File: config.mk
export PLATFORM = sky130hd
export DESIGN_NAME = tagStore
export DESIGN_NICKNAME = d
export VERILOG_FILES = /design/src/rtl/cachePkg.sv /design/src/rtl/tagStore.sv
export SDC_FILE = /design/constraint.sdc
export NUM_CORES = 1
export LEC_CHECK = 0
export ABC_CLOCK_PERIOD_IN_PS = 8000
export BUFFER_PORTS_ARGS = -buffer_cell sky130_fd_sc_hd__buf_4
export CAP_MARGIN = 20
export CELL_PAD_IN_SITES_DETAIL_PLACEMENT = 0
export CELL_PAD_IN_SITES_GLOBAL_PLACEMENT = 1
export CORE_UTILIZATION = 57
export CTS_CLUSTER_SIZE = 20
export DETAILED_ROUTE_END_ITERATION = 6
export PLACE_DENSITY = 0.79
export SLEW_MARGIN = 30
export SYNTH_ARGS = -nofsm -noshare
export SYNTH_HDL_FRONTEND = slang
export SYNTH_SLANG_ARGS = --single-unit
File: constraint.sdc
create_clock -name clk -period 8 [get_ports clk]
set_input_delay 1.6 -clock clk [delete_from_list [all_inputs] [get_ports clk]]
set_output_delay 1.6 -clock clk [all_outputs]
set_load 0.02 [all_outputs]
File: src/rtl/cachePkg.sv
`default_nettype none

package cachePkg;

  // Cache geometry
  localparam int NumSets      = 16;
  localparam int NumWays      = 2;
  localparam int WordsPerLine = 4;

  // Address fields, low to high: byte, word, set, tag
  localparam int ByteBits   = 2;
  localparam int OffsetBits = 2;
  localparam int IndexBits  = 4;
  localparam int TagBits    = 32 - IndexBits - OffsetBits - ByteBits;

  // Load/store request, held by the CPU until respValid
  typedef struct packed {
    logic        write;
    logic [31:0] addr;
    logic [3:0]  byteMask;
    logic [31:0] wdata;
  } cpuReq;

  // One word beat on the memory bus
  typedef struct packed {
    logic        write;
    logic [31:0] addr;
    logic [31:0] wdata;
  } busReq;

  // Replacement choice plus state of the way being accessed
  typedef struct packed {
    logic               way;
    logic               dirty;
    logic [TagBits-1:0] tag;
  } wayFill;

  typedef enum logic [2:0] {
    Ready,
    Respond,
    WriteBack,
    MemRead,
    Flush,
    FlushDone
  } cacheState;

endpackage

`default_nettype wire

File: src/rtl/tagStore.sv
`default_nettype none
`timescale 1ns/1ns

module tagStore import cachePkg::*; (
  input  logic                 clk,
  input  logic                 reset,
  input  logic [IndexBits-1:0] index,
  input  logic [TagBits-1:0]   lookupTag,
  input  logic                 accessWay,
  input  logic                 touch,
  input  logic                 install,
  input  logic                 setDirty,
  input  logic                 clearDirty,
  output logic                 hit,
  output logic                 hitWay,
  output wayFill               victim
);

  logic [TagBits-1:0] tags [NumSets][NumWays];
  logic [NumWays-1:0] valid [NumSets];
  logic [NumWays-1:0] dirty [NumSets];
  // Per set, the way that was used least recently
  logic [NumSets-1:0] lru;

  logic [NumWays-1:0] wayHit;
  logic               choice;

  always_comb begin
    for (int w = 0; w < NumWays; w++) begin
      wayHit[w] = valid[index][w] && (tags[index][w] == lookupTag);
    end
  end

  assign hit = |wayHit;

  // Empty ways are filled before anything is evicted
  always_comb begin
    if (!valid[index][0]) begin
      choice = 1'b0;
    end else if (!valid[index][1]) begin
      choice = 1'b1;
    end else begin
      choice = lru[index];
    end
  end

  // On a miss the reported way is the one to replace
  assign hitWay = hit ? wayHit[1] : choice;

  // State of the accessed way, used for writeback address and flush
  always_comb begin
    victim.way   = choice;
    victim.dirty = valid[index][accessWay] && dirty[index][accessWay];
    victim.tag   = tags[index][accessWay];
  end

  always_ff @(posedge clk or posedge reset) begin
    if (reset) begin
      for (int s = 0; s < NumSets; s++) begin
        valid[s] <= '0;
        dirty[s] <= '0;
      end
      lru <= '0;
    end else begin
      if (touch) begin
        lru[index] <= ~accessWay;
      end
      if (install) begin
        valid[index][accessWay] <= 1'b1;
        dirty[index][accessWay] <= 1'b0;
      end else if (setDirty) begin
        dirty[index][accessWay] <= 1'b1;
      end else if (clearDirty) begin
        dirty[index][accessWay] <= 1'b0;
      end
    end
  end

  always_ff @(posedge clk) begin
    if (install) begin
      tags[index][accessWay] <= lookupTag;
    end
  end

endmodule

`default_nettype wire

Word-level counts from Yosys, hierarchy flattened
Memory sizes are Yosys's and may differ from the RTL's.
Cells that the tools add are included.
{ "totals": {"regBits": 80, "latchBits": 0, "mem_bits_rw": 768, "romBits": 0, "input_bits": 35, "out_inout_bits": 28, "elab_cells": 92, "mem_count": 1} }
{ "mem_list": {"columns": ["name", "depth", "word_bits", "rd", "rd_ports_with_merged_regs", "write_ports", "line_no", "text"], "rows": [
  ["tags", 16, 48, 1, 0, 1, "tagStore.sv:19", "logic [TagBits-1:0] tags [NumSets][NumWays];"]
]} }
{ "classes": {"n_addsub": 0, "mul": 0, "div": 0, "order_cmp": 8, "eq_ne": 2, "shift": 0, "n_mux": 32, "bitwise_logic": 7, "reduce_logical": 9} }
{ "op_table": {"columns": ["cell", "n"], "rows": [
  ["$mux W24", 4],
  ["$mux W32", 3],
  ["$or A32 B32 Y32", 2],
  ["$eq A24 B24 Y1", 2],
  ["$mux W48", 1],
  ["$and A32 B32 Y32", 1],
  ["$not A32 Y32", 1],
  ["$demux W24 S1", 1],
  ["$bmux W2 S4", 2],
  ["$bwmux W16", 1],
  ["$mux W1", 11],
  ["$mux W2", 5],
  ["$demux W2 S4", 1],
  ["$logic_and A1 B1 Y1", 7],
  ["$ge A5 B5 Y1 const B", 1],
  ["$lt A4 B5 Y1 const B", 1],
  ["$lt A5 B1 Y1 const B", 1],
  ["$not A4 Y5", 1],
  ["$bmux W1 S4", 1],
  ["$demux W1 S4", 1],
  ["$ge A4 B1 Y1 const B", 1],
  ["$reduce_bool A3 Y1", 1],
  ["$ge A2 B2 Y1 const B", 1],
  ["$lt A1 B2 Y1 const B", 1],
  ["other kinds (6)", 6]
]} }

Depth between registers and ports, before layout
Gate-level depths: netlist of the first run.
{ "depth": {"depth_word": 11, "ltp_mapped": 14, "mapped_depth_nobuf": 8} }

Worst setup path after synthesis of the first run
OpenSTA, ideal clock, no wires.
{ "synth_timing": {"path_kind": "input -> output", "startpoint": "input index[1]", "endpoint": "output victim[24] (netlist bit)", "t_arrival_ns": 4.167, "slack_ns": 2.233, "path_stages": 10, "path_cell_list": "buf_4 > buf_4 > buf_2 > buf_2 > clkbuf_1 > clkbuf_1 > mux4_2 > mux4_2 > o2111ai_1 > o21ai_0"} }
{ "synth_rtl": {"columns": ["item", "line_no", "text"], "rows": [
  ["from (decl)", "tagStore.sv:7", "input logic [IndexBits-1:0] index,"],
  ["to (decl)", "tagStore.sv:16", "output wayFill victim"]
]} }

Final worst setup path of the first run
{ "layout_timing": {"startpoint": "input index[0]", "endpoint": "output hit"} }
{ "layout_between": {"elab_chain_len": 6, "word_cells_on_any_way": 10, "cone_classes": "eq/ne (2); mux (3); bitwise (1); reduce/logical (3); memory (1)"} }
{ "layout_rtl": {"columns": ["item", "line_no", "text"], "rows": [
  ["parallel branches: the longest is 5 deep, another holds $mem_v2 Z16 W48", null, null],
  ["$reduce_or A2 Y1 *", "tagStore.sv:34", "assign hit = |wayHit;"],
  ["to (decl)", "tagStore.sv:14", "output logic hit,"]
]} }
Every way passes the cells marked *. The select of a mux whose other input is x is not followed.

==> results of run 1 <==
==> cell usage after synthesis (all sizes together) (8+ instances only) <==
cell	n	area share (%)
mux2i	71	2.0
a21oi	22	0.32
mux2	27	0.87
edfxtp	768	66
xnor2	26	0.65
dfrtp	80	5.7
inv	20	0.22
a221oi	12	0.36
xor2	14	0.35
buf	61	1.4
or2	35	0.63
mux4	216	14
nor3	14	0.20
nand2	110	1.2
a32oi	8	0.20
nor2	68	0.73
o22ai	8	0.14
nor2b	8	0.14
a22oi	14	0.30
nand3	28	0.40
o21ai	101	1.5
clkbuf	40	0.43
==> through the flow <==
step | util [%] | hold WS (ns) | instances | instance area [µm²]
floorplan | - | 0.434 | 1833 | 34800
global route | 65.8 | 0.474 | 2801 | 39700
CTS | 65.7 | 0.461 | 2798 | 39700
finish | 65.8 | 0.459 | 2801 | 39700
detailed placement | 61.1 | 0.447 | 2644 | 36900
global placement | 60.1 | 0.446 | 2622 | 36300
==> how the worst max path moves through the flow <==
| stage | from | end | slack, ns | cells after the start |
|---|---|---|---|---|
| floorplan | index[1] | victim[24] | 2.23 | 10 |
| global placement | index[0] | hit | 0.97 | 11 |
| detailed placement | index[0] | hit | 1.02 | 12 |
| CTS | index[0] | hit | 1.02 | 12 |
| global route | index[0] | hit | 0.82 | 12 |
| finish | index[0] | hit | 1.05 | 12 |
==> layout make-up <==
class,count,area (µm²)
Clock inverter,51,514
Fill cell,3944,20700
Multi-Input combinational cell,864,9270
Inverter,20,78.8
Clock buffer,103,2290
Tap cell,782,978
Sequential cell,848,25100
Timing Repair Buffer,131,1500
Antenna cell,2,5.00
==> critical path, delay by kind of cell <==
| family | cells | cell delay [ns] |
|---|---|---|
| AND/OR/NAND/NOR | 4 | 0.90 |
| XOR/XNOR | 1 | 0.19 |
| buffers and inverters | 5 | 1.50 |
| multiplexers | 2 | 1.04 |
==> report_power, final <==
| part | internal [µW] | total (µW) | switching [µW] |
|---|---|---|---|
| Sequential | 4950 | 5000 | 48.5 |
| Combinational | 320 | 801 | 481 |
| Clock | 2330 | 4000 | 1670 |
==> per-layer routing <==
layer | vias to the layer above | GRT usage [%] | wire, µm
li1 | 7711 | - | -
met1 | 9890 | 43.1 | 35400
met2 | 1086 | 46.2 | 43100
met3 | 148 | 5.54 | 8890
met4 | 0 | 8.71 | 2220
met5 | - | 0 | 0
==> flip-flops by register name, indices dropped and copies added, names as in the netlist, named ones only <==
| register | cells |
|---|---|
| tags | 768 |
| valid | 32 |
| lru | 16 |
==> cells by family (layout without fill, tap and decap cells) <==
logic type | count (synthesis) | in the layout | share of synthesized area (%)
AO/OA/AOI/OAI | 217 | 217 | 4.09
XOR/XNOR | 40 | 40 | 1.01
buffers and inverters | 121 | 305 | 2.08
other | 0 | 2 | 0
multiplexers | 314 | 314 | 17.0
flip-flops | 848 | 848 | 72.0
AND/OR/NAND/NOR | 293 | 293 | 3.87
==> qor.txt, run 1 <==
OUTCOME
-----------------------------------------------------------------------------------------------
Outcome .......................................................................... finished clean

CLOCK NETWORK
-----------------------------------------------------------------------------------------------
Post-CTS setup buffer count ......................................................            0
CTS tree .........................................................................        built
Clock input transition at the sequential cells of the worst setup and hold paths .      0.06 ns
Clk_lat worst skew ...............................................................      0.63 ns
Clk sinks ........................................................................          848
Master cell of the clock root buffer ............................................. sky130_fd_sc_hd__clkbuf_16
Worst-case clock buffer depth ....................................................            3
# hold bufs at CTS ...............................................................            0
H-tree levels ....................................................................            3
Number of cells upsized or downsized after cts ...................................            0
Clock buffer count from CTS ......................................................           85

YOSYS
-----------------------------------------------------------------------------------------------
Distinct cells, synth ............................................................           59
Post-synthesis sequential area ratio .............................................        72.0%
Netlist area before placement ....................................................    34800 µm²
Total number of yosys warnings ...................................................            0
Synth Net Count ..................................................................         1868
Avg Synthesized Cell Area ........................................................     19.0 µm²
Mapped Cells .....................................................................         1833
Dominant register cell in the synthesized netlist ................................ sky130_fd_sc_hd__edfxtp_1
Number of flip-flops and latches in the synthesized netlist ......................          848
Fraction of registers with async set or reset after synthesis ....................        9.43%
Count of flip-flops with a built-in enable after synthesis .......................          768

ROUTING
-----------------------------------------------------------------------------------------------
Per-cell routed wire length ......................................................      32.0 µm
DRC viols ........................................................................            0
Number of vias per cell after detailed routing ...................................         6.72
DRT Wirelength ...................................................................     89600 µm
Violation count after the first detailed-route iteration .........................         2623
Number of nets with antenna violations after detailed routing ....................            0
1st-pass router iterations .......................................................            6
Number of vias in the routed layout ..............................................        18800

TIMING
-----------------------------------------------------------------------------------------------
Transition time at the pin with the least slew margin ............................     0.914 ns
Count of endpoints failing hold in the final timing report .......................            0
Pins over their slew limit .......................................................            0
Min Tclk post-route ..............................................................      6.95 ns
Setup TNS Final ..................................................................         0 ns
Ratio of final minimum period to clock period ....................................        86.9%
Worst slew margin relative to its limit ..........................................        38.5%
Endpoints failing setup ..........................................................            0
Unrepaired setup endpoints after global routing ..................................        false
Clock skew .......................................................................         0 ns
Timing-limited maximum frequency .................................................      144 MHz
Final critical-path setup slack ..................................................      1.05 ns

GLOBAL ROUTING
-----------------------------------------------------------------------------------------------
GR Overflow Total ................................................................            0
Overall routing resource usage ...................................................        29.6%
Via count of the first global-routing pass .......................................        18800
Number of antenna violations at the first check in global routing ................            2
Largest net degree at the start of global routing ................................           67
Global-route wire length before repair ...........................................    131000 µm

HOLD PATH
-----------------------------------------------------------------------------------------------
Hold Crit Depth ..................................................................            1
Worst Hold Path EP ...............................................................    valid[29]
Source of the worst hold timing path .............................................    valid[29]
Hold Path Class .................................................................. flop to flop

CRITICAL PATH
-----------------------------------------------------------------------------------------------
Endpoint arrival time on the critical path .......................................      5.35 ns
R2r startpoint ...................................................................    valid[11]
Reg2reg end ......................................................................    valid[11]
Most repeated library cell on the critical path .................................. sky130_fd_sc_hd__buf_4
Slowest cell on the critical path ................................................ sky130_fd_sc_hd__mux4_2
Crit-path max FO .................................................................           47
Number of cells on the worst reg-to-reg path .....................................            1
Worst reg2reg setup slack ........................................................      7.18 ns
Critical path cell sequence ...................................................... buf_8 -> buf_16 -> buf_4 -> mux4_2 -> mux4_2 -> xnor2_1 -> nand4_1 -> nor4_1 -> buf_4 -> and4_1 -> nand2b_1 -> buf_4
CP Class ......................................................................... input port to output port
Worst setup SP type ..............................................................   input port
Sort of element at the end of the critical path ..................................  output port
Delay of the slowest cell on the worst path ......................................      0.54 ns
Required time at the worst-slack endpoint ........................................      6.40 ns

POWER
-----------------------------------------------------------------------------------------------
Total power density per cell area ................................................   247 nW/µm²
IR drop worst, VDD ...............................................................   0.000197 V
Overall power after layout .......................................................      9810 µW
Leakage component of the power ...................................................    0.0131 µW

FLOORPLAN
-----------------------------------------------------------------------------------------------
Core Footprint ...................................................................    60400 µm²
Number of rows created at floorplan ..............................................           90
Effective utilization at floorplan ...............................................        57.7%
Area of the die ..................................................................    62100 µm²
Die width ........................................................................       249 µm
DIE HEIGHT .......................................................................       249 µm
# IOs ............................................................................           63

FINISH
-----------------------------------------------------------------------------------------------
Most used cells in the layout excluding fill and tap cells ....................... sky130_fd_sc_hd__edfxtp_1, sky130_fd_sc_hd__mux4_2, sky130_fd_sc_hd__nand2_1, sky130_fd_sc_hd__buf_4, sky130_fd_sc_hd__o21ai_0
Area added between synthesis and finish ..........................................        14.0%
Ratio of cells with drive above 1 in the final layout ............................        28.3%
Final-stage net count ............................................................         1985
Most common library cell in the layout ignoring fill and taps .................... sky130_fd_sc_hd__edfxtp_1

PLACED DESIGN
-----------------------------------------------------------------------------------------------
Port Buf Inserts .................................................................           62
Detailed Place HPWL ..............................................................     54400 µm
Post-placement worst setup slack .................................................      1.02 ns
Routability congestion estimate ..................................................        0.877

FLOW RUN
-----------------------------------------------------------------------------------------------
Maxcap violations ................................................................            0

(Power assumes the default switching activity.)
==> run 2, diff against run 1 <==
--- a/config.mk
+++ b/config.mk
@@ -12,2 +12,3 @@
 export CELL_PAD_IN_SITES_GLOBAL_PLACEMENT = 1
+export CORE_MARGIN = 5
 export CORE_UTILIZATION = 57
==> constraint.sdc (replaced) <==
create_clock -name clk -period 8 [get_ports clk]
set_input_delay 1.2 -clock clk [delete_from_list [all_inputs] [get_ports clk]]
set_output_delay 1.2 -clock clk [all_outputs]
set_load 0.02 [all_outputs]
==> run 2 against run 1 <==
Net effect:
- wire length down 1.2%
- register-to-register slack worse by 0.02 ns
- flip-flop and latch count unchanged
- power about the same
- count of clock-buffer cells in the layout up 2
- critical path type unchanged
- critical endpoint is now hitWay
- largest cell class unchanged
- highest routed layer unchanged
==> qor.txt, run 2 (same netlist as run 1, synthesis figures left out) <==
ROUTING
-----------------------------------------------------------------------------------------------
Number of nets with antenna violations after detailed routing ....................            0
DRT Wirelength ...................................................................     88600 µm
1st-pass router iterations .......................................................            6
Number of vias in the routed layout ..............................................        18600
Per-cell routed wire length ......................................................      31.8 µm
Number of vias per cell after detailed routing ...................................         6.68
Violation count after the first detailed-route iteration .........................         2176
DRC viols ........................................................................            0

FLOORPLAN
-----------------------------------------------------------------------------------------------
DIE HEIGHT .......................................................................       257 µm
Core Footprint ...................................................................    60500 µm²
Number of rows created at floorplan ..............................................           90
Area of the die ..................................................................    66200 µm²
Effective utilization at floorplan ...............................................        57.6%
Die width ........................................................................       257 µm
# IOs ............................................................................           63

FINISH
-----------------------------------------------------------------------------------------------
Most used cells in the layout excluding fill and tap cells ....................... sky130_fd_sc_hd__edfxtp_1, sky130_fd_sc_hd__mux4_2, sky130_fd_sc_hd__nand2_1, sky130_fd_sc_hd__o21ai_0, sky130_fd_sc_hd__clkbuf_16
Number of flip-flops under the largest register name .............................          768
Largest regs ..................................................................... tags: 768 flops, valid: 32 flops, lru: 16 flops
Area added between synthesis and finish ..........................................        13.5%
Ratio of cells with drive above 1 in the final layout ............................        27.3%
Design area ......................................................................    39500 µm²
Most common library cell in the layout ignoring fill and taps .................... sky130_fd_sc_hd__edfxtp_1
Register with the highest flop count .............................................         tags
Antenna diode count ..............................................................            0
Final-stage net count ............................................................         1968
Final core utilization ...........................................................        65.4%
Fill cell total of the finished layout ...........................................         4033

TIMING
-----------------------------------------------------------------------------------------------
Count of endpoints failing hold in the final timing report .......................            0
Endpoints failing setup ..........................................................            0
Worst slew margin relative to its limit ..........................................        30.1%
Min Tclk post-route ..............................................................      6.42 ns
Setup TNS Final ..................................................................         0 ns
Transition time at the pin with the least slew margin ............................      1.04 ns
Clock skew .......................................................................         0 ns
Unrepaired setup endpoints after global routing ..................................        false
Timing-limited maximum frequency .................................................      156 MHz
Pins over their slew limit .......................................................            0
Ratio of final minimum period to clock period ....................................        80.2%

CLOCK NETWORK
-----------------------------------------------------------------------------------------------
Worst-case clock buffer depth ....................................................            3
# hold bufs at CTS ...............................................................            0
Master cell of the clock root buffer ............................................. sky130_fd_sc_hd__clkbuf_16
Post-CTS setup buffer count ......................................................            0
Number of cells upsized or downsized after cts ...................................            0
Clock buffer count from CTS ......................................................           85
CTS tree .........................................................................        built
H-tree levels ....................................................................            3
Clock input transition at the sequential cells of the worst setup and hold paths .      0.06 ns
Clk sinks ........................................................................          848
Clk_lat worst skew ...............................................................      0.63 ns

PLACED DESIGN
-----------------------------------------------------------------------------------------------
Port Buf Inserts .................................................................           62
Detailed Place HPWL ..............................................................     54700 µm
Post-place instance area .........................................................    36700 µm²
Routability congestion estimate ..................................................        0.860

CRITICAL PATH
-----------------------------------------------------------------------------------------------
Number of cells on the worst reg-to-reg path .....................................            2
Critical path capture point ......................................................       hitWay
Sort of element at the end of the critical path ..................................  output port
Worst reg2reg setup slack ........................................................      7.16 ns
CP Class ......................................................................... input port to output port
Beginning of the critical path ...................................................     index[1]
Required time at the worst-slack endpoint ........................................      6.80 ns
Worst setup SP type ..............................................................   input port
Crit-path max FO .................................................................           65
Endpoint arrival time on the critical path .......................................      5.22 ns

OUTCOME
-----------------------------------------------------------------------------------------------
Outcome .......................................................................... finished clean

HOLD PATH
-----------------------------------------------------------------------------------------------
Hold Path Class .................................................................. flop to flop

GLOBAL ROUTING
-----------------------------------------------------------------------------------------------
Global routing met2 resource utilization .........................................        43.0%
Global-route wire length before repair ...........................................    129000 µm
Largest net degree at the start of global routing ................................           97
GR Overflow Total ................................................................            0
Via count of the first global-routing pass .......................................        18700
Overall routing resource usage ...................................................        26.7%
Number of antenna violations at the first check in global routing ................            1
M3 GR Usage ......................................................................        5.02%
Most used routing layer ..........................................................         met2
GR met1 Demand/Resource ..........................................................        38.5%

POWER
-----------------------------------------------------------------------------------------------
Total power density per cell area ................................................   248 nW/µm²
IR drop worst, VDD ...............................................................   0.000216 V
Leakage component of the power ...................................................    0.0130 µW
Overall power after layout .......................................................      9810 µW

FLOW RUN
-----------------------------------------------------------------------------------------------
Maxcap violations ................................................................            0

[run 2: area by class of cell]
| type | count | area, µm² | area share, % |
|---|---|---|---|
| sequential | 848 | 25100 | 63.4 |
| inverter | 20 | 78.8 | 0.199 |
| clock buffer | 105 | 2270 | 5.73 |
| timing repair buffer | 114 | 1370 | 3.47 |
| clock inverter | 50 | 519 | 1.31 |
| tap | 782 | 978 | 2.47 |
| multi-input combinational | 864 | 9270 | 23.4 |
[run 2: critical path: stages]
cell	delay, ns
sky130_fd_sc_hd__clkbuf_8	0.32
sky130_fd_sc_hd__inv_1	0.88
sky130_fd_sc_hd__nor2_1	0.31
sky130_fd_sc_hd__a221oi_1	0.69
sky130_fd_sc_hd__o31ai_1	0.14
sky130_fd_sc_hd__or4_4	0.45
sky130_fd_sc_hd__a2111oi_4	0.36
sky130_fd_sc_hd__o2111ai_1	0.32
sky130_fd_sc_hd__a21o_1	0.27
sky130_fd_sc_hd__buf_4	0.15
[run 2: worst min path at each step]
stage / startpoint / to / slack [ns] / depth (start not counted)
finish: valid[22] / valid[22] / 0.47 / 1
global route: valid[12] / valid[12] / 0.47 / 1
CTS: valid[12] / valid[12] / 0.47 / 1
detailed placement: valid[25] / valid[25] / 0.45 / 1
global placement: valid[9] / valid[9] / 0.45 / 1
floorplan: valid[10] / valid[10] / 0.43 / 1
[run 2: power by group]
group	total, µW	switching (µW)	internal (µW)
clock network	4000	1670	2340
logic	799	484	316
registers	5000	50.8	4950
total	9810	2200	7610
[run 2: layer usage]
| metal | vias to the layer above | share of wire (%) |
|---|---|---|
| met5 | - | 0 |
| met2 | 986 | 49 |
| li1 | 7668 | - |
| met4 | 0 | 2.2 |
| met1 | 9786 | 40 |
| met3 | 137 | 9.1 |
[run 2: stage by stage]
step	setup slack (ns)	cells	hold WS, ns
after global placement	1.62	2605	0.446
after global routing	1.45	2783	0.475
final	1.58	2783	0.469
after detailed placement	1.65	2627	0.450
after floorplan	2.93	1833	0.434
after CTS	1.63	2782	0.468
