$ cat src/rtl/cachePkg.sv
`default_nettype none

package cachePkg;

  // Cache geometry
  localparam int NumSets      = 16;
  localparam int NumWays      = 2;
  localparam int WordsPerLine = 4;

  // Address fields, low to high: byte, word, set, tag
  localparam int ByteBits   = 2;
  localparam int OffsetBits = 2;
  localparam int IndexBits  = 4;
  localparam int TagBits    = 32 - IndexBits - OffsetBits - ByteBits;

  // Load/store request, held by the CPU until respValid
  typedef struct packed {
    logic        write;
    logic [31:0] addr;
    logic [3:0]  byteMask;
    logic [31:0] wdata;
  } cpuReq;

  // One word beat on the memory bus
  typedef struct packed {
    logic        write;
    logic [31:0] addr;
    logic [31:0] wdata;
  } busReq;

  // Replacement choice plus state of the way being accessed
  typedef struct packed {
    logic               way;
    logic               dirty;
    logic [TagBits-1:0] tag;
  } wayFill;

  typedef enum logic [2:0] {
    Ready,
    Respond,
    WriteBack,
    MemRead,
    Flush,
    FlushDone
  } cacheState;

endpackage

`default_nettype wire

$ cat src/rtl/cacheController.sv
`default_nettype none
`timescale 1ns/1ns

module cacheController import cachePkg::*; (
  input  logic                  clk,
  input  logic                  reset,
  input  logic                  reqValid,
  input  cpuReq                 req,
  input  logic                  flushReq,
  input  logic                  busReady,
  input  logic [31:0]           busRdata,
  input  logic                  hit,
  input  logic                  hitWay,
  input  wayFill                victim,
  input  logic [31:0]           readWord,
  output logic                  respValid,
  output logic [31:0]           rdata,
  output logic                  flushDone,
  output logic                  busValid,
  output busReq                 bus,
  output logic [IndexBits-1:0]  index,
  output logic [TagBits-1:0]    lookupTag,
  output logic                  accessWay,
  output logic                  touch,
  output logic                  install,
  output logic                  setDirty,
  output logic                  clearDirty,
  output logic [OffsetBits-1:0] wordSel,
  output logic                  writeEn,
  output logic [3:0]            wordMask,
  output logic [31:0]           writeData
);

  localparam logic [OffsetBits-1:0] LastWord = OffsetBits'(WordsPerLine - 1);

  cacheState state;
  cacheState nextState;

  // Word position within the line being moved over the bus
  logic [OffsetBits-1:0] beat;
  // Walk position during flush, set in the upper bits and way in bit 0
  logic [IndexBits:0]    flushCount;
  logic                  flushActive;
  logic                  fillWay;
  logic [31:0]           rdataReg;

  logic beatTaken;
  logic lastBeat;
  logic hitAccept;
  logic missAccept;
  logic flushLast;
  logic enterTransfer;

  assign beatTaken  = busValid && busReady;
  assign lastBeat   = beatTaken && (beat == LastWord);
  assign hitAccept  = (state == Ready) && !flushReq && reqValid && hit;
  assign missAccept = (state == Ready) && !flushReq && reqValid && !hit;
  assign flushLast  = (flushCount == '1);

  // Beat counter restarts whenever a new line transfer begins
  assign enterTransfer = (nextState != state) &&
                         ((nextState == WriteBack) || (nextState == MemRead));

  always_comb begin
    nextState = state;
    case (state)
      Ready: begin
        if (flushReq) begin
          nextState = Flush;
        end else if (reqValid) begin
          if (hit) begin
            nextState = Respond;
          end else if (victim.dirty) begin
            nextState = WriteBack;
          end else begin
            nextState = MemRead;
          end
        end
      end
      Respond: nextState = Ready;
      WriteBack: begin
        if (lastBeat) begin
          nextState = flushActive ? Flush : MemRead;
        end
      end
      // Refilled line is looked up again in Ready and hits there
      MemRead: begin
        if (lastBeat) begin
          nextState = Ready;
        end
      end
      Flush: begin
        if (victim.dirty) begin
          nextState = WriteBack;
        end else if (flushLast) begin
          nextState = FlushDone;
        end
      end
      FlushDone: nextState = Ready;
      default:   nextState = Ready;
    endcase
  end

  always_ff @(posedge clk or posedge reset) begin
    if (reset) begin
      state       <= Ready;
      beat        <= '0;
      flushCount  <= '0;
      flushActive <= 1'b0;
      fillWay     <= 1'b0;
    end else begin
      state <= nextState;

      if (enterTransfer) begin
        beat <= '0;
      end else if (beatTaken) begin
        beat <= beat + 1'b1;
      end

      if ((state == Ready) && flushReq) begin
        flushCount  <= '0;
        flushActive <= 1'b1;
      end else if (state == FlushDone) begin
        flushActive <= 1'b0;
      end else if ((state == Flush) && !victim.dirty && !flushLast) begin
        // A dirty entry is revisited after its writeback, then found clean
        flushCount <= flushCount + 1'b1;
      end

      if (missAccept) begin
        fillWay <= victim.way;
      end
    end
  end

  // Read data captured on the hit cycle
  always_ff @(posedge clk) begin
    if (hitAccept) begin
      rdataReg <= readWord;
    end
  end

  assign respValid = (state == Respond);
  assign rdata     = rdataReg;
  assign flushDone = (state == FlushDone);

  assign index     = flushActive ? flushCount[IndexBits:1]
                                 : req.addr[ByteBits+OffsetBits +: IndexBits];
  assign lookupTag = req.addr[31 -: TagBits];

  // In Ready hitWay already names the replacement way on a miss
  assign accessWay = ((state == Ready) || (state == Respond)) ? hitWay
                   : (flushActive ? flushCount[0] : fillWay);

  assign touch      = hitAccept;
  assign setDirty   = hitAccept && req.write;
  assign install    = (state == MemRead) && lastBeat;
  assign clearDirty = (state == WriteBack) && flushActive && lastBeat;

  always_comb begin
    if ((state == WriteBack) || (state == MemRead)) begin
      wordSel = beat;
    end else begin
      wordSel = req.addr[ByteBits +: OffsetBits];
    end
  end

  // Refill words overwrite the whole word, hits merge by byte lane
  assign writeEn   = (hitAccept && req.write) || ((state == MemRead) && beatTaken);
  assign wordMask  = (state == MemRead) ? 4'hf : req.byteMask;
  assign writeData = (state == MemRead) ? busRdata : req.wdata;

  assign busValid = (state == WriteBack) || (state == MemRead);

  always_comb begin
    bus.write = (state == WriteBack);
    if (state == WriteBack) begin
      bus.addr  = {victim.tag, index, beat, {ByteBits{1'b0}}};
      bus.wdata = readWord;
    end else begin
      bus.addr  = {lookupTag, index, beat, {ByteBits{1'b0}}};
      bus.wdata = '0;
    end
  end

endmodule

`default_nettype wire

$ cat config.mk
export PLATFORM = sky130hd
export DESIGN_NAME = cacheController
export DESIGN_NICKNAME = d
export VERILOG_FILES = /design/src/rtl/cachePkg.sv /design/src/rtl/cacheController.sv
export SDC_FILE = /design/constraint.sdc
export NUM_CORES = 1
export LEC_CHECK = 0
export BUFFER_PORTS_ARGS = -buffer_cell sky130_fd_sc_hd__buf_4
export CORE_AREA = 2 2 131 133
export CTS_CLUSTER_SIZE = 40
export DETAILED_ROUTE_END_ITERATION = 12
export DIE_AREA = 0 0 133 135
export HOLD_SLACK_MARGIN = 0.15
export PLACE_DENSITY_LB_ADDON = 0.1
export RECOVER_POWER = 25
export REMOVE_ABC_BUFFERS = 1
export SLEW_MARGIN = 0
export SYNTH_ARGS = -nofsm -noshare
export SYNTH_HDL_FRONTEND = slang
export SYNTH_SLANG_ARGS = --single-unit
$ cat constraint.sdc
create_clock -name clk -period 2.6 [get_ports clk]
set_input_delay 0.13 -clock clk [delete_from_list [all_inputs] [get_ports clk]]
set_output_delay 0.13 -clock clk [all_outputs]
set_load 0.01 [all_outputs]
* Word-level counts from Yosys, hierarchy flattened
Cells that the tools add are included.
** Operators by class
- $add $sub $neg :: 2
- Equality and inequality tests :: 11
- Multiplexer cells :: 24
- Reductions and logical operators :: 28
** Operators with widths (count)
- 64-bit 2-to-1 mux :: 1
- 32-bit 2-to-1 mux :: 1
- 3-bit 2-to-1 mux :: 7
- 1-bit logical AND :: 15
- 5-bit 2-to-1 mux :: 3
- 3-bit by 2-bit equality test with 1-bit output (second input constant) :: 4
- 3-bit one-hot mux with 4 select lines :: 1
- 2-bit 2-to-1 mux :: 4
- 4-bit 2-to-1 mux :: 2
- 3-bit equality test (second input constant) :: 2
- 2-bit nonzero test :: 3
- 5-bit by 1-bit adder with 5-bit output (second input constant) :: 1
- 5-bit equality test (second input constant) :: 1
- 1-bit 2-to-1 mux :: 5
- 1-bit logical NOT :: 4
- 1-bit logical OR :: 4
- 3-bit by 1-bit equality test with 1-bit output (second input constant) :: 1
- 3-bit logical NOT :: 1
- 3-bit != test :: 1
- 2-bit by 1-bit adder with 2-bit output (second input constant) :: 1
- 2-bit equality test (second input constant) :: 1
- 2-bit by 1-bit != test with 1-bit output (second input constant) :: 1
- 2-bit AND reduction :: 1
** Word-level totals
- Register bits after elaboration :: 44
- Logic and storage cells :: 71

* Depth between registers and ports, before layout
Gate-level depths: netlist (run 1).
- Depth after elaboration :: 10
- Depth in mapped cells :: 7

* Worst setup path before layout (run 1)
No wires, ideal clock.
- Path type :: register to output
- From :: register state[1]
- To :: output port writeEn
- Arrival time :: 2158 ps
- Required time :: 2470 ps
- Slack :: 312 ps
- Stages on the path, launching flop included :: 6
- Path through :: dfrtp_1 > buf_4 > nor3_2 > and3_1 > and2_1 > a31o_1
** Between the ends
- Cells in the longest elaborated chain, start to end :: 6
- Elaborated cells on any way between the ends :: 11
- Those cells by class :: eq/ne (2); reduce/logical (9)
** RTL lines
- start, declared :: line cacheController.sv:36 : cacheState state;
- start signal, assigned :: line cacheController.sv:106 : state <= Ready;
- start signal, assigned :: line cacheController.sv:112 : state <= nextState;
- 3-bit logical NOT :: line cacheController.sv:56 : assign hitAccept = (state == Ready) && !flushReq && reqValid && hit;
- 1-bit logical AND (3 in a row) :: line cacheController.sv:56
- via touch :: line cacheController.sv:24 : output logic touch,
- 1-bit logical AND
- via setDirty :: line cacheController.sv:26 : output logic setDirty,
- 1-bit logical OR :: line cacheController.sv:169 : assign writeEn = (hitAccept && req.write) || ((state == MemRead) && beatTaken);
- end, declared :: line cacheController.sv:29 : output logic writeEn,
The timed path passes the listed nets, and every way through them passes these cells.

* Final worst setup path (run 1)
- From :: register state[0]
- To :: output port writeEn
** Between the ends
- Cells in the longest elaborated chain, start to end :: 6
- Elaborated cells on any way between the ends :: 11
- Those cells by class :: eq/ne (2); reduce/logical (9)
** RTL lines (line)
- 3-bit logical NOT :: cacheController.sv:56
- 1-bit logical AND (3 in a row) :: cacheController.sv:56
- 1-bit logical AND :: cacheController.sv:169
- 1-bit logical OR * :: cacheController.sv:169
Mark *: on every way between the ends. The rest lies on a longest branch, timed or not.

==> results.cfg, run 1 <==
[worst_hold_path]
hold_path_class = primary input to flip-flop
min_path_cells = 3

[critical_path]
path_depth = 5
path_delay_family = simple AND/OR/NAND/NOR gates
critical_path.n_buffers_inverters = 1
worst_setup_path_end_kind = output pin
max_stage_delay_ns = 0.58
worst-path-max-fanout = 14
crit_path_cell_chain = nor3_2 -> and3_2 -> and2_1 -> a31o_1 -> buf_4
critical_path.slowest_cell = dfrtp_1
worst_ep_required_time_ns = 2.47
timing.critical_path.from_type = flip-flop
crit_arrival_ns = 2.17
timing.setup.critical_path_class = flip-flop to output pin
r2r_cells = 3

[power_and_ir_drop]
maximum_vdd_drop_uv = 255
power.leakage_nw = 2.94
cell_internal_pwr_mw = 2.54
p_total_mw = 3.98
share_of_total_power_consumed_by_net_switching_pct = 36.2
pwr-share-comb_pct = 59.4
pwr_density_cell_nw_per_um2 = 662
switching_power_mw = 1.44
seq_power_share_pct = 24.8
clockPowerShare_pct = 15.7

[run]
cap_viol_max_count = 0

[global_routing]
grt_first_pass_wirelength_um = 17900
antenna_found_initial = 0
first_global_vias = 3185
groute.usage.overall_pct = 12.8
grt_max_degree = 58
globalRoute.totalOverflow = 0

[synthesis]
netlist_area_um2 = 3050
synth_simple_gate_area_share_pct = 14.8
ys_ff_latch = 44
synth.top_cells.by_count = 38 x mux2_2, 35 x and2_1, 32 x edfxtp_1, 31 x buf_4, 25 x mux2_4
synth-xor-area-share_pct = 0.861
synth-adder-area-share_pct = 1.23
combinational_family_with_the_most_area_after_synthesis = multiplexers
synth_largest_type_area_fraction_pct = 31.5
synth-edff-count = 32
synth.mux.area_fraction_pct = 26.7
yosysSeqAreaShare_pct = 41.3
proportion_of_synthesized_flip_flops_having_asynchronous_set_or_reset_pct = 27.3
post-synth-top-count-cell = mux2_2
synth_compound_area_share_pct = 4.18
synth_top_flop_cell = edfxtp_1
postSynthCellCount = 255
synth.yosys.warnings = 0
post_synth_main_area_contributors = edfxtp_1 31%, mux2_2 14%, mux2_4 12%, dfrtp_1 9.8%, buf_4 7.6%
synthDistinctLibCells = 41
yosys.area.top_type = edfxtp_1
average_instance_area_after_synthesis_um2 = 12.0

[clock_network]
cts-htree-levels = 2
cts_setup_buffers = 0
post_cts.resized_instances = 0
cts_hold_buffers = 37
clock_path_buffers = 2
tritoncts.num_buffers = 5
worst_setup_hold_path_clk_slew_ns = 0.06
cts_tree = yes
ctsRootBufferMaster = clkbuf_16
clk-insertion-delay-late_ns = 0.29
clkSinkCount = 44

[cells_and_area]
layout.nets = 763
multiInputGateArea_um2 = 1470
post_route_cells_drive_above_1_share_pct = 64.9
fill_cells = 1701
num_antenna_cells = 0
seqCellArea_um2 = 1260
flow.area_growth_from_synthesis_pct = 96.8
final_cells = 815
finalCoreUtilization_pct = 36.6

[floorplan]
io-pin-count = 338
floorplan.die_area_um2 = 18000
overall_die_width_um = 133
chip_height_um = 135
core_region_area_um2 = 16400
fp-row-count = 47
initial_core_util_pct = 18.6

[status]
status = complete, no violations

[routing]
finalWirelength_um = 12200
dr.first_iter.drc_count = 127
drtAntennaViolNets = 0
detail_route.vias_per_cell = 3.90
vias = 3177
drt_pass1_iterations = 4
post-route-drc-count = 0
post_detailed_route_wirelength_per_cell_um = 15.0

[timing]
report.final.hold_viol_count = 0
tns_ns = 0
grt_setup_unrepaired = no
timing.final.setup_violations = 0
clock-skew-final_ns = 0.00484
period_needed_ns = 2.30
max_freq_mhz = 435
worstMarginPinSlew_ns = 0.543
final.period_utilization_pct = 88.4
final.setup.worst_slack_ns = 0.301
slew_violations = 0
maxSlewHeadroom_pct = 63.8

[place]
dp_hpwl_um = 10200
placed_cells_incl_taps = 770
io_buffer_count = 333
post-place-ws_ns = 0.572
final_weighted_congestion_in_routability_driven_placement = 0.770
[registers in the layout, summed over array words and instances (netlist names)]
name	count
state	3
flushCount	5
beat	2
flushActive	1
rdata	32
fillWay	1
[final cells by class]
type,instances,share of cell area (%)
Timing Repair Buffer,375,47.3
Multi-Input combinational cell,165,24.5
Sequential cell,44,21.0
Tap cell,220,4.58
Clock buffer,5,2.08
Clock inverter,3,0.312
Inverter,3,0.187
[layer usage]
| metal | share of wire, % | vias to the layer above | track usage (%) |
|---|---|---|---|
| li1 | - | 1549 | - |
| met1 | 35 | 1471 | 13.9 |
| met2 | 57 | 147 | 25.0 |
| met3 | 6.5 | 10 | 2.55 |
| met4 | 1.4 | 0 | 3.52 |
| met5 | 0 | - | 0 |
[logic make-up after synthesis]
logic type,Yosys count
xor+xnor,3
fa+ha+maj,3
compound gates,19
buf+inv,47
other cells,1
simple gates,74
mux,64
flops,44
[power groups by stage]
stage                     clock [mW]  combinational, mW  sequential (mW)
final                          0.626               2.36            0.988
after floorplan                    0               1.11            0.999
after CTS                      0.656               2.43            0.991
after global placement             0               2.38             1.00
after global routing           0.682               2.55             1.01
after detailed placement           0               2.37             1.01
[path summary, 6_finish.rpt]
path / from / endpoint / slack [ns]
max in group asynchronous: reset / flushCount[4] / 1.82
hold / removal: hit / state[1] / 0.22
setup / recovery: state[0] / writeEn / 0.30
min in group asynchronous: reset / beat[1] / 0.44
hold reg to reg: fillWay / fillWay / 0.51
setup reg to reg: state[0] / rdata[7] / 0.66
[worst min-delay path, stage by stage]
cell	delay [ns]
buf_4	0.08
nand3b_1	0.17
nand3_1	0.08
[metrics by stage]
stage | hold slack, ns | area, um2
floorplan | -0.00530 | 2740
global placement | 0.213 | 5590
detailed placement | 0.215 | 5590
CTS | 0.224 | 6110
global route | 0.239 | 6010
finish | 0.224 | 6010
[cell usage in the layout (no fill, tap or decap), types with 2 or more instances in the layout]
cell type	count
buf_4	278
mux2_2	38
dlygate4sd3_1	37
and2_1	35
edfxtp_1	32
clkbuf_4	30
clkbuf_1	27
mux2_4	25
dfrtp_1	12
nor2_1	8
nand2b_1	5
clkbuf_16	5
nand3_1	4
nand2_1	4
a21oi_1	4
nor2b_1	3
xor2_1	3
inv_1	3
ha_1	3
buf_12	3
nor3_2	2
and2b_1	2
a22o_1	2
o211ai_1	2
o21a_1	2
nor3_1	2
o21bai_1	2
o21ai_0	2
conb_1	2
clkinvlp_4	2
Power figures use the tool's default switching activity.
==> run 2, diff against run 1 <==
- REMOVE_ABC_BUFFERS: 1 -> not set
==> run 2 against run 1 <==
  * Register-to-register slack about the same
  * Total power rose by 2.2%
  * Flip-flop and latch count is the same
  * Routed wire length fell by 5.4%
  * Via count rose by 0.44%
  * Largest power group unchanged
==> results.cfg, run 2 (synthesis results as in run 1) <==
[status]
status = complete, no violations

[cells_and_area]
mostFrequentLayoutCells = 283 x buf_4, 38 x mux2_2, 37 x dlygate4sd3_1, 35 x and2_1, 35 x clkbuf_1
num_antenna_cells = 0
flow.area_growth_from_synthesis_pct = 96.7
layout_commonest_cell = buf_4
largest_register_ff_count = 32
post_route_cells_drive_above_1_share_pct = 63.9
layout.nets = 766

[routing]
drtAntennaViolNets = 0
post-route-drc-count = 0
finalWirelength_um = 11600
drt_pass1_iterations = 4
vias = 3191
post_detailed_route_wirelength_per_cell_um = 14.1
detail_route.vias_per_cell = 3.90
dr.first_iter.drc_count = 64

[critical_path]
max_stage_delay_ns = 0.59
worst_ep_required_time_ns = 2.47
timing.critical_path.from_type = flip-flop
crit_path_cell_chain = nor3b_4 -> buf_4 -> mux2_2 -> buf_4
critical_path.slowest_cell = dfrtp_1
crit_arrival_ns = 2.12
cp_common_cell = buf_4
worst-path-max-fanout = 35
critical_path.n_buffers_inverters = 2
worst_setup_path_end_kind = output pin
timing.setup.critical_path_class = flip-flop to output pin
path_delay_family = flip-flops

[clock_network]
cts_tree = yes
tritoncts.num_buffers = 5
clock_path_buffers = 2
worst_setup_hold_path_clk_slew_ns = 0.07
clk-insertion-delay-late_ns = 0.29
post_cts.resized_instances = 0
clkSinkCount = 44
cts-htree-levels = 2
ctsRootBufferMaster = clkbuf_16

[run]
cap_viol_max_count = 0

[global_routing]
gr-usage-met2_pct = 23.4
groute.usage.overall_pct = 12.0
first_global_vias = 3127
grt_max_degree = 36
grt_util_met1_pct = 12.2
grt_first_pass_wirelength_um = 16900
grt_busiest_layer = met2
globalRoute.totalOverflow = 0
met3_usage_pct = 3.60
antenna_found_initial = 0

[floorplan]
floorplan.die_area_um2 = 18000
initial_core_util_pct = 18.6
overall_die_width_um = 133
core_region_area_um2 = 16400
fp-row-count = 47
io-pin-count = 338
chip_height_um = 135

[place]
io_buffer_count = 333
final_weighted_congestion_in_routability_driven_placement = 0.779
dp_hpwl_um = 9620

[worst_hold_path]
hold_path_class = primary input to flip-flop

[timing]
max_freq_mhz = 444
period_needed_ns = 2.25
worstMarginPinSlew_ns = 0.567
final.period_utilization_pct = 86.7
maxSlewHeadroom_pct = 62.2
timing.final.setup_violations = 0
tns_ns = 0
clock-skew-final_ns = 0.00283
report.final.hold_viol_count = 0
grt_setup_unrepaired = no
slew_violations = 0

[power_and_ir_drop]
pwr_density_cell_nw_per_um2 = 677
maximum_vdd_drop_uv = 280
power.leakage_nw = 2.93
p_total_mw = 4.06
-- run 2: cell types whose count changed in the layout (fill, tap and decap cells not counted) --
cell	delta
clkbuf_4	-8
buf_12	-2
bufinv_16	+1
clkbuf_1	+8
clkinvlp_4	-1
inv_6	+1
clkinv_1	-1
buf_4	+5
-- run 2: final timing paths --
kind / cells after the start / end / slack (ns) / startpoint
setup / recovery: 4 / bus[41] / 0.35 / state[0]
hold / removal: 3 / state[1] / 0.21 / hit
setup reg to reg: 3 / rdata[0] / 0.65 / state[0]
hold reg to reg: 1 / fillWay / 0.51 / fillWay
max in group asynchronous: 3 / state[1] / 1.83 / reset
min in group asynchronous: 3 / flushCount[4] / 0.43 / reset
-- run 2: final cells by class --
| cell class | instances | area (um2) |
|---|---|---|
| tap | 220 | 275 |
| clock inverter | 3 | 46.3 |
| sequential | 44 | 1260 |
| clock buffer | 5 | 125 |
| fill | 1670 | 10400 |
| inverter | 3 | 11.3 |
| timing repair buffer | 378 | 2810 |
| multi-input combinational | 165 | 1470 |
-- run 2: timing repair --
action	in CTS	in global routing
buffers inserted	0	0
endpoints found under the hold margin	49	0
hold buffers	37	0
endpoints found under the setup margin	0	0
-- run 2: worst reg2reg max path, stage by stage, from the launching register on --
cell,delay (ns)
dfrtp_1,0.59
nor3_2,0.32
and3_2,0.27
buf_4,0.40
-- run 2: layer usage --
metal  vias up  wire [um]
met5         -          0
met4         0        191
met3        11       1180
met2       201       6240
met1      1425       3950
li1       1554          -
-- run 2: stage by stage --
stage	hold WS, ns	cell area [um2]	cells	setup WS, ns	util [%]
after floorplan	-0.00530	3060	256	0.312	-
final	0.206	6000	818	0.345	36.6
after global placement	0.200	5590	773	0.615	34.1
after global routing	0.224	6000	818	0.206	36.6
after CTS	0.192	6130	818	0.264	37.4
after detailed placement	0.207	5590	773	0.600	34.1
-- run 2: report_power, final --
part	total, mW	leakage (nW)	internal (mW)	switching (mW)
Combinational	2.34	2.41	1.31	1.02
Sequential	0.984	0.445	0.860	0.125
Clock	0.743	0.0804	0.457	0.286
==> run 3, diff against run 2 <==
- ABC_AREA: not set -> 1
- CORE_AREA: 2 2 131 133 -> 4 4 129 131
==> run 3 against run 2 <==
  * Clock power decreased by 3.4%
  * Synthesized cell count increased by 72%
  * Sequential share of layout area increased by 0.26 points
  * Total power increased by 11%
  * Fmax increased by 3.4%
  * Global-route usage increased by 2.7 points
  * Critical endpoint is now touch
  * Setup slack improved by 0.074 ns
  * Worst hold slack got worse by 0.037 ns
  * Synthesized area decreased by 0.57%
  * Largest cell class unchanged
==> results.cfg, run 3 <==
[place]
io_buffer_count = 333
final_weighted_congestion_in_routability_driven_placement = 0.833
placed_cells_incl_taps = 947
dp_hpwl_um = 12100
post-place-ws_ns = 0.676

[synthesis]
netlist_area_um2 = 3030
postSynthCellCount = 439
synth.top_cells.by_count = 195 x nand2_1, 50 x inv_1, 50 x nor2_1, 32 x edfxtp_1, 30 x buf_4
ys_ff_latch = 44
yosysSeqAreaShare_pct = 41.6
synth_largest_type_area_fraction_pct = 31.7
synth-edff-count = 32
synthDistinctLibCells = 30
synth.yosys.warnings = 0
synth_top_flop_cell = edfxtp_1
post-synth-top-count-cell = nand2_1
post_synth_main_area_contributors = edfxtp_1 32%, nand2_1 24%, dfrtp_1 9.9%, buf_4 7.4%, inv_1 6.2%
proportion_of_synthesized_flip_flops_having_asynchronous_set_or_reset_pct = 27.3
average_instance_area_after_synthesis_um2 = 6.91
yosys.area.top_type = edfxtp_1

[global_routing]
grt_first_pass_wirelength_um = 20700
globalRoute.totalOverflow = 0
grt_max_degree = 41
groute.usage.overall_pct = 14.8
first_global_vias = 3587
antenna_found_initial = 0

[routing]
finalWirelength_um = 14700
post-route-drc-count = 0
drt_pass1_iterations = 5
drtAntennaViolNets = 0
dr.first_iter.drc_count = 132
post_detailed_route_wirelength_per_cell_um = 14.9
detail_route.vias_per_cell = 3.91
vias = 3870

[timing]
tns_ns = 0
report.final.hold_viol_count = 0
final.period_utilization_pct = 83.9
clock-skew-final_ns = 0.00334
period_needed_ns = 2.18
timing.final.setup_violations = 0
whs_ns = 0.170
final.setup.worst_slack_ns = 0.420
max_freq_mhz = 459
grt_setup_unrepaired = no
slew_violations = 0

[cells_and_area]
flow.area_growth_from_synthesis_pct = 95.4
mostFrequentLayoutCells = 280 x buf_4, 195 x nand2_1, 50 x inv_1, 48 x nor2_1, 35 x clkbuf_1
layout.nets = 941
post_route_cells_drive_above_1_share_pct = 42.8
layout_commonest_cell = buf_4
fill_cells = 1678
num_antenna_cells = 0
final_cells = 989
finalCoreUtilization_pct = 38.0
largest_register_ff_count = 32

[critical_path]
worst-path-max-fanout = 33
worst_setup_path_end_kind = output pin
crit_arrival_ns = 2.05
regToRegEndpoint = rdata[9]
cp-startpoint = state[0]
timing.critical_path.from_type = flip-flop
timing.critical_path.to = touch
timing.setup.critical_path_class = flip-flop to output pin
r2r_cells = 6
rr_startpoint = state[0]
worst_ep_required_time_ns = 2.47
reg2reg_setup_slack_ns = 0.69

[power_and_ir_drop]
seq_power_share_pct = 21.6
cell_internal_pwr_mw = 2.59
share_of_total_power_consumed_by_net_switching_pct = 42.5
power.leakage_nw = 3.25
pwr_density_cell_nw_per_um2 = 760
pwr-share-comb_pct = 62.5
clockPowerShare_pct = 15.9
maximum_vdd_drop_uv = 406
switching_power_mw = 1.91

[clock_network]
post_cts.resized_instances = 0
cts_hold_buffers = 34
cts-htree-levels = 2
tritoncts.num_buffers = 5
worst_setup_hold_path_clk_slew_ns = 0.06
clock_path_buffers = 2
clk-insertion-delay-late_ns = 0.28
ctsRootBufferMaster = clkbuf_16
clkSinkCount = 44
cts_setup_buffers = 0
cts_tree = yes

[floorplan]
io-pin-count = 338
chip_height_um = 135
fp-row-count = 46
overall_die_width_um = 133
initial_core_util_pct = 19.5
core_region_area_um2 = 15600
floorplan.die_area_um2 = 18000

[run]
cap_viol_max_count = 0

[status]
status = complete, no violations

[worst_hold_path]
hold_path_class = primary input to flip-flop
run 3: stage by stage:
stage / area, um2 / total power, mW
after floorplan: 3040 / 2.40
after global placement: 5550 / 3.81
after detailed placement: 5550 / 3.82
after CTS: 6060 / 4.60
after global routing: 5930 / 4.86
final: 5930 / 4.51
run 3: power groups by stage:
stage / sequential [mW] / clock (mW) / combinational (mW)
global placement: 0.985 / 0 / 2.82
CTS: 0.975 / 0.742 / 2.89
floorplan: 0.976 / 0 / 1.43
finish: 0.974 / 0.718 / 2.82
global route: 0.990 / 0.767 / 3.10
detailed placement: 0.990 / 0 / 2.83
run 3: worst min-delay path by stage:
| stage | slack (ns) | endpoint | depth (start not counted) | start |
|---|---|---|---|---|
| floorplan | -0.005 | beat[0] | 1 | reset |
| global placement | 0.19 | state[1] | 2 | reset |
| detailed placement | 0.19 | state[1] | 2 | reset |
| CTS | 0.17 | flushActive | 3 | flushReq |
| global route | 0.19 | flushActive | 3 | flushReq |
| finish | 0.17 | flushActive | 3 | flushReq |
run 3: layout make-up:
cell class | instances | area (um2) | share of cell area [%]
clock buffers | 5 | 125 | 2.11
clock inverters | 3 | 42.5 | 0.717
inverters | 55 | 206 | 3.48
multi-input cells | 294 | 1260 | 21.3
flip-flops and latches | 44 | 1260 | 21.3
well taps | 216 | 270 | 4.56
repair buffers | 372 | 2760 | 46.5
run 3: cells by family after synthesis:
logic type	count (synthesis)	share of synthesized area [%]
other	1	0.124
muxes	2	0.742
and+or+nand+nor	272	36.0
buffers and inverters	102	17.2
AOI/OAI and AO/OA	12	2.23
adders and majority gates	3	1.24
xor gates and xnor gates	3	0.866
DFF	44	41.6
run 3: metal layers:
metal	global-route usage, %	share of wire (%)
met5	0	0
met4	3.06	1.3
met3	5.03	8.4
met2	25.2	49
met1	18.2	41
run 3: worst max-delay path, stage by stage, from the launching register on:
cell and delay [ns]:
dfrtp_1 0.46, inv_2 0.15, nand2_1 0.11, nor3_1 0.26, inv_2 0.10, nor2_4 0.08
buf_4 0.38, buf_4 0.21
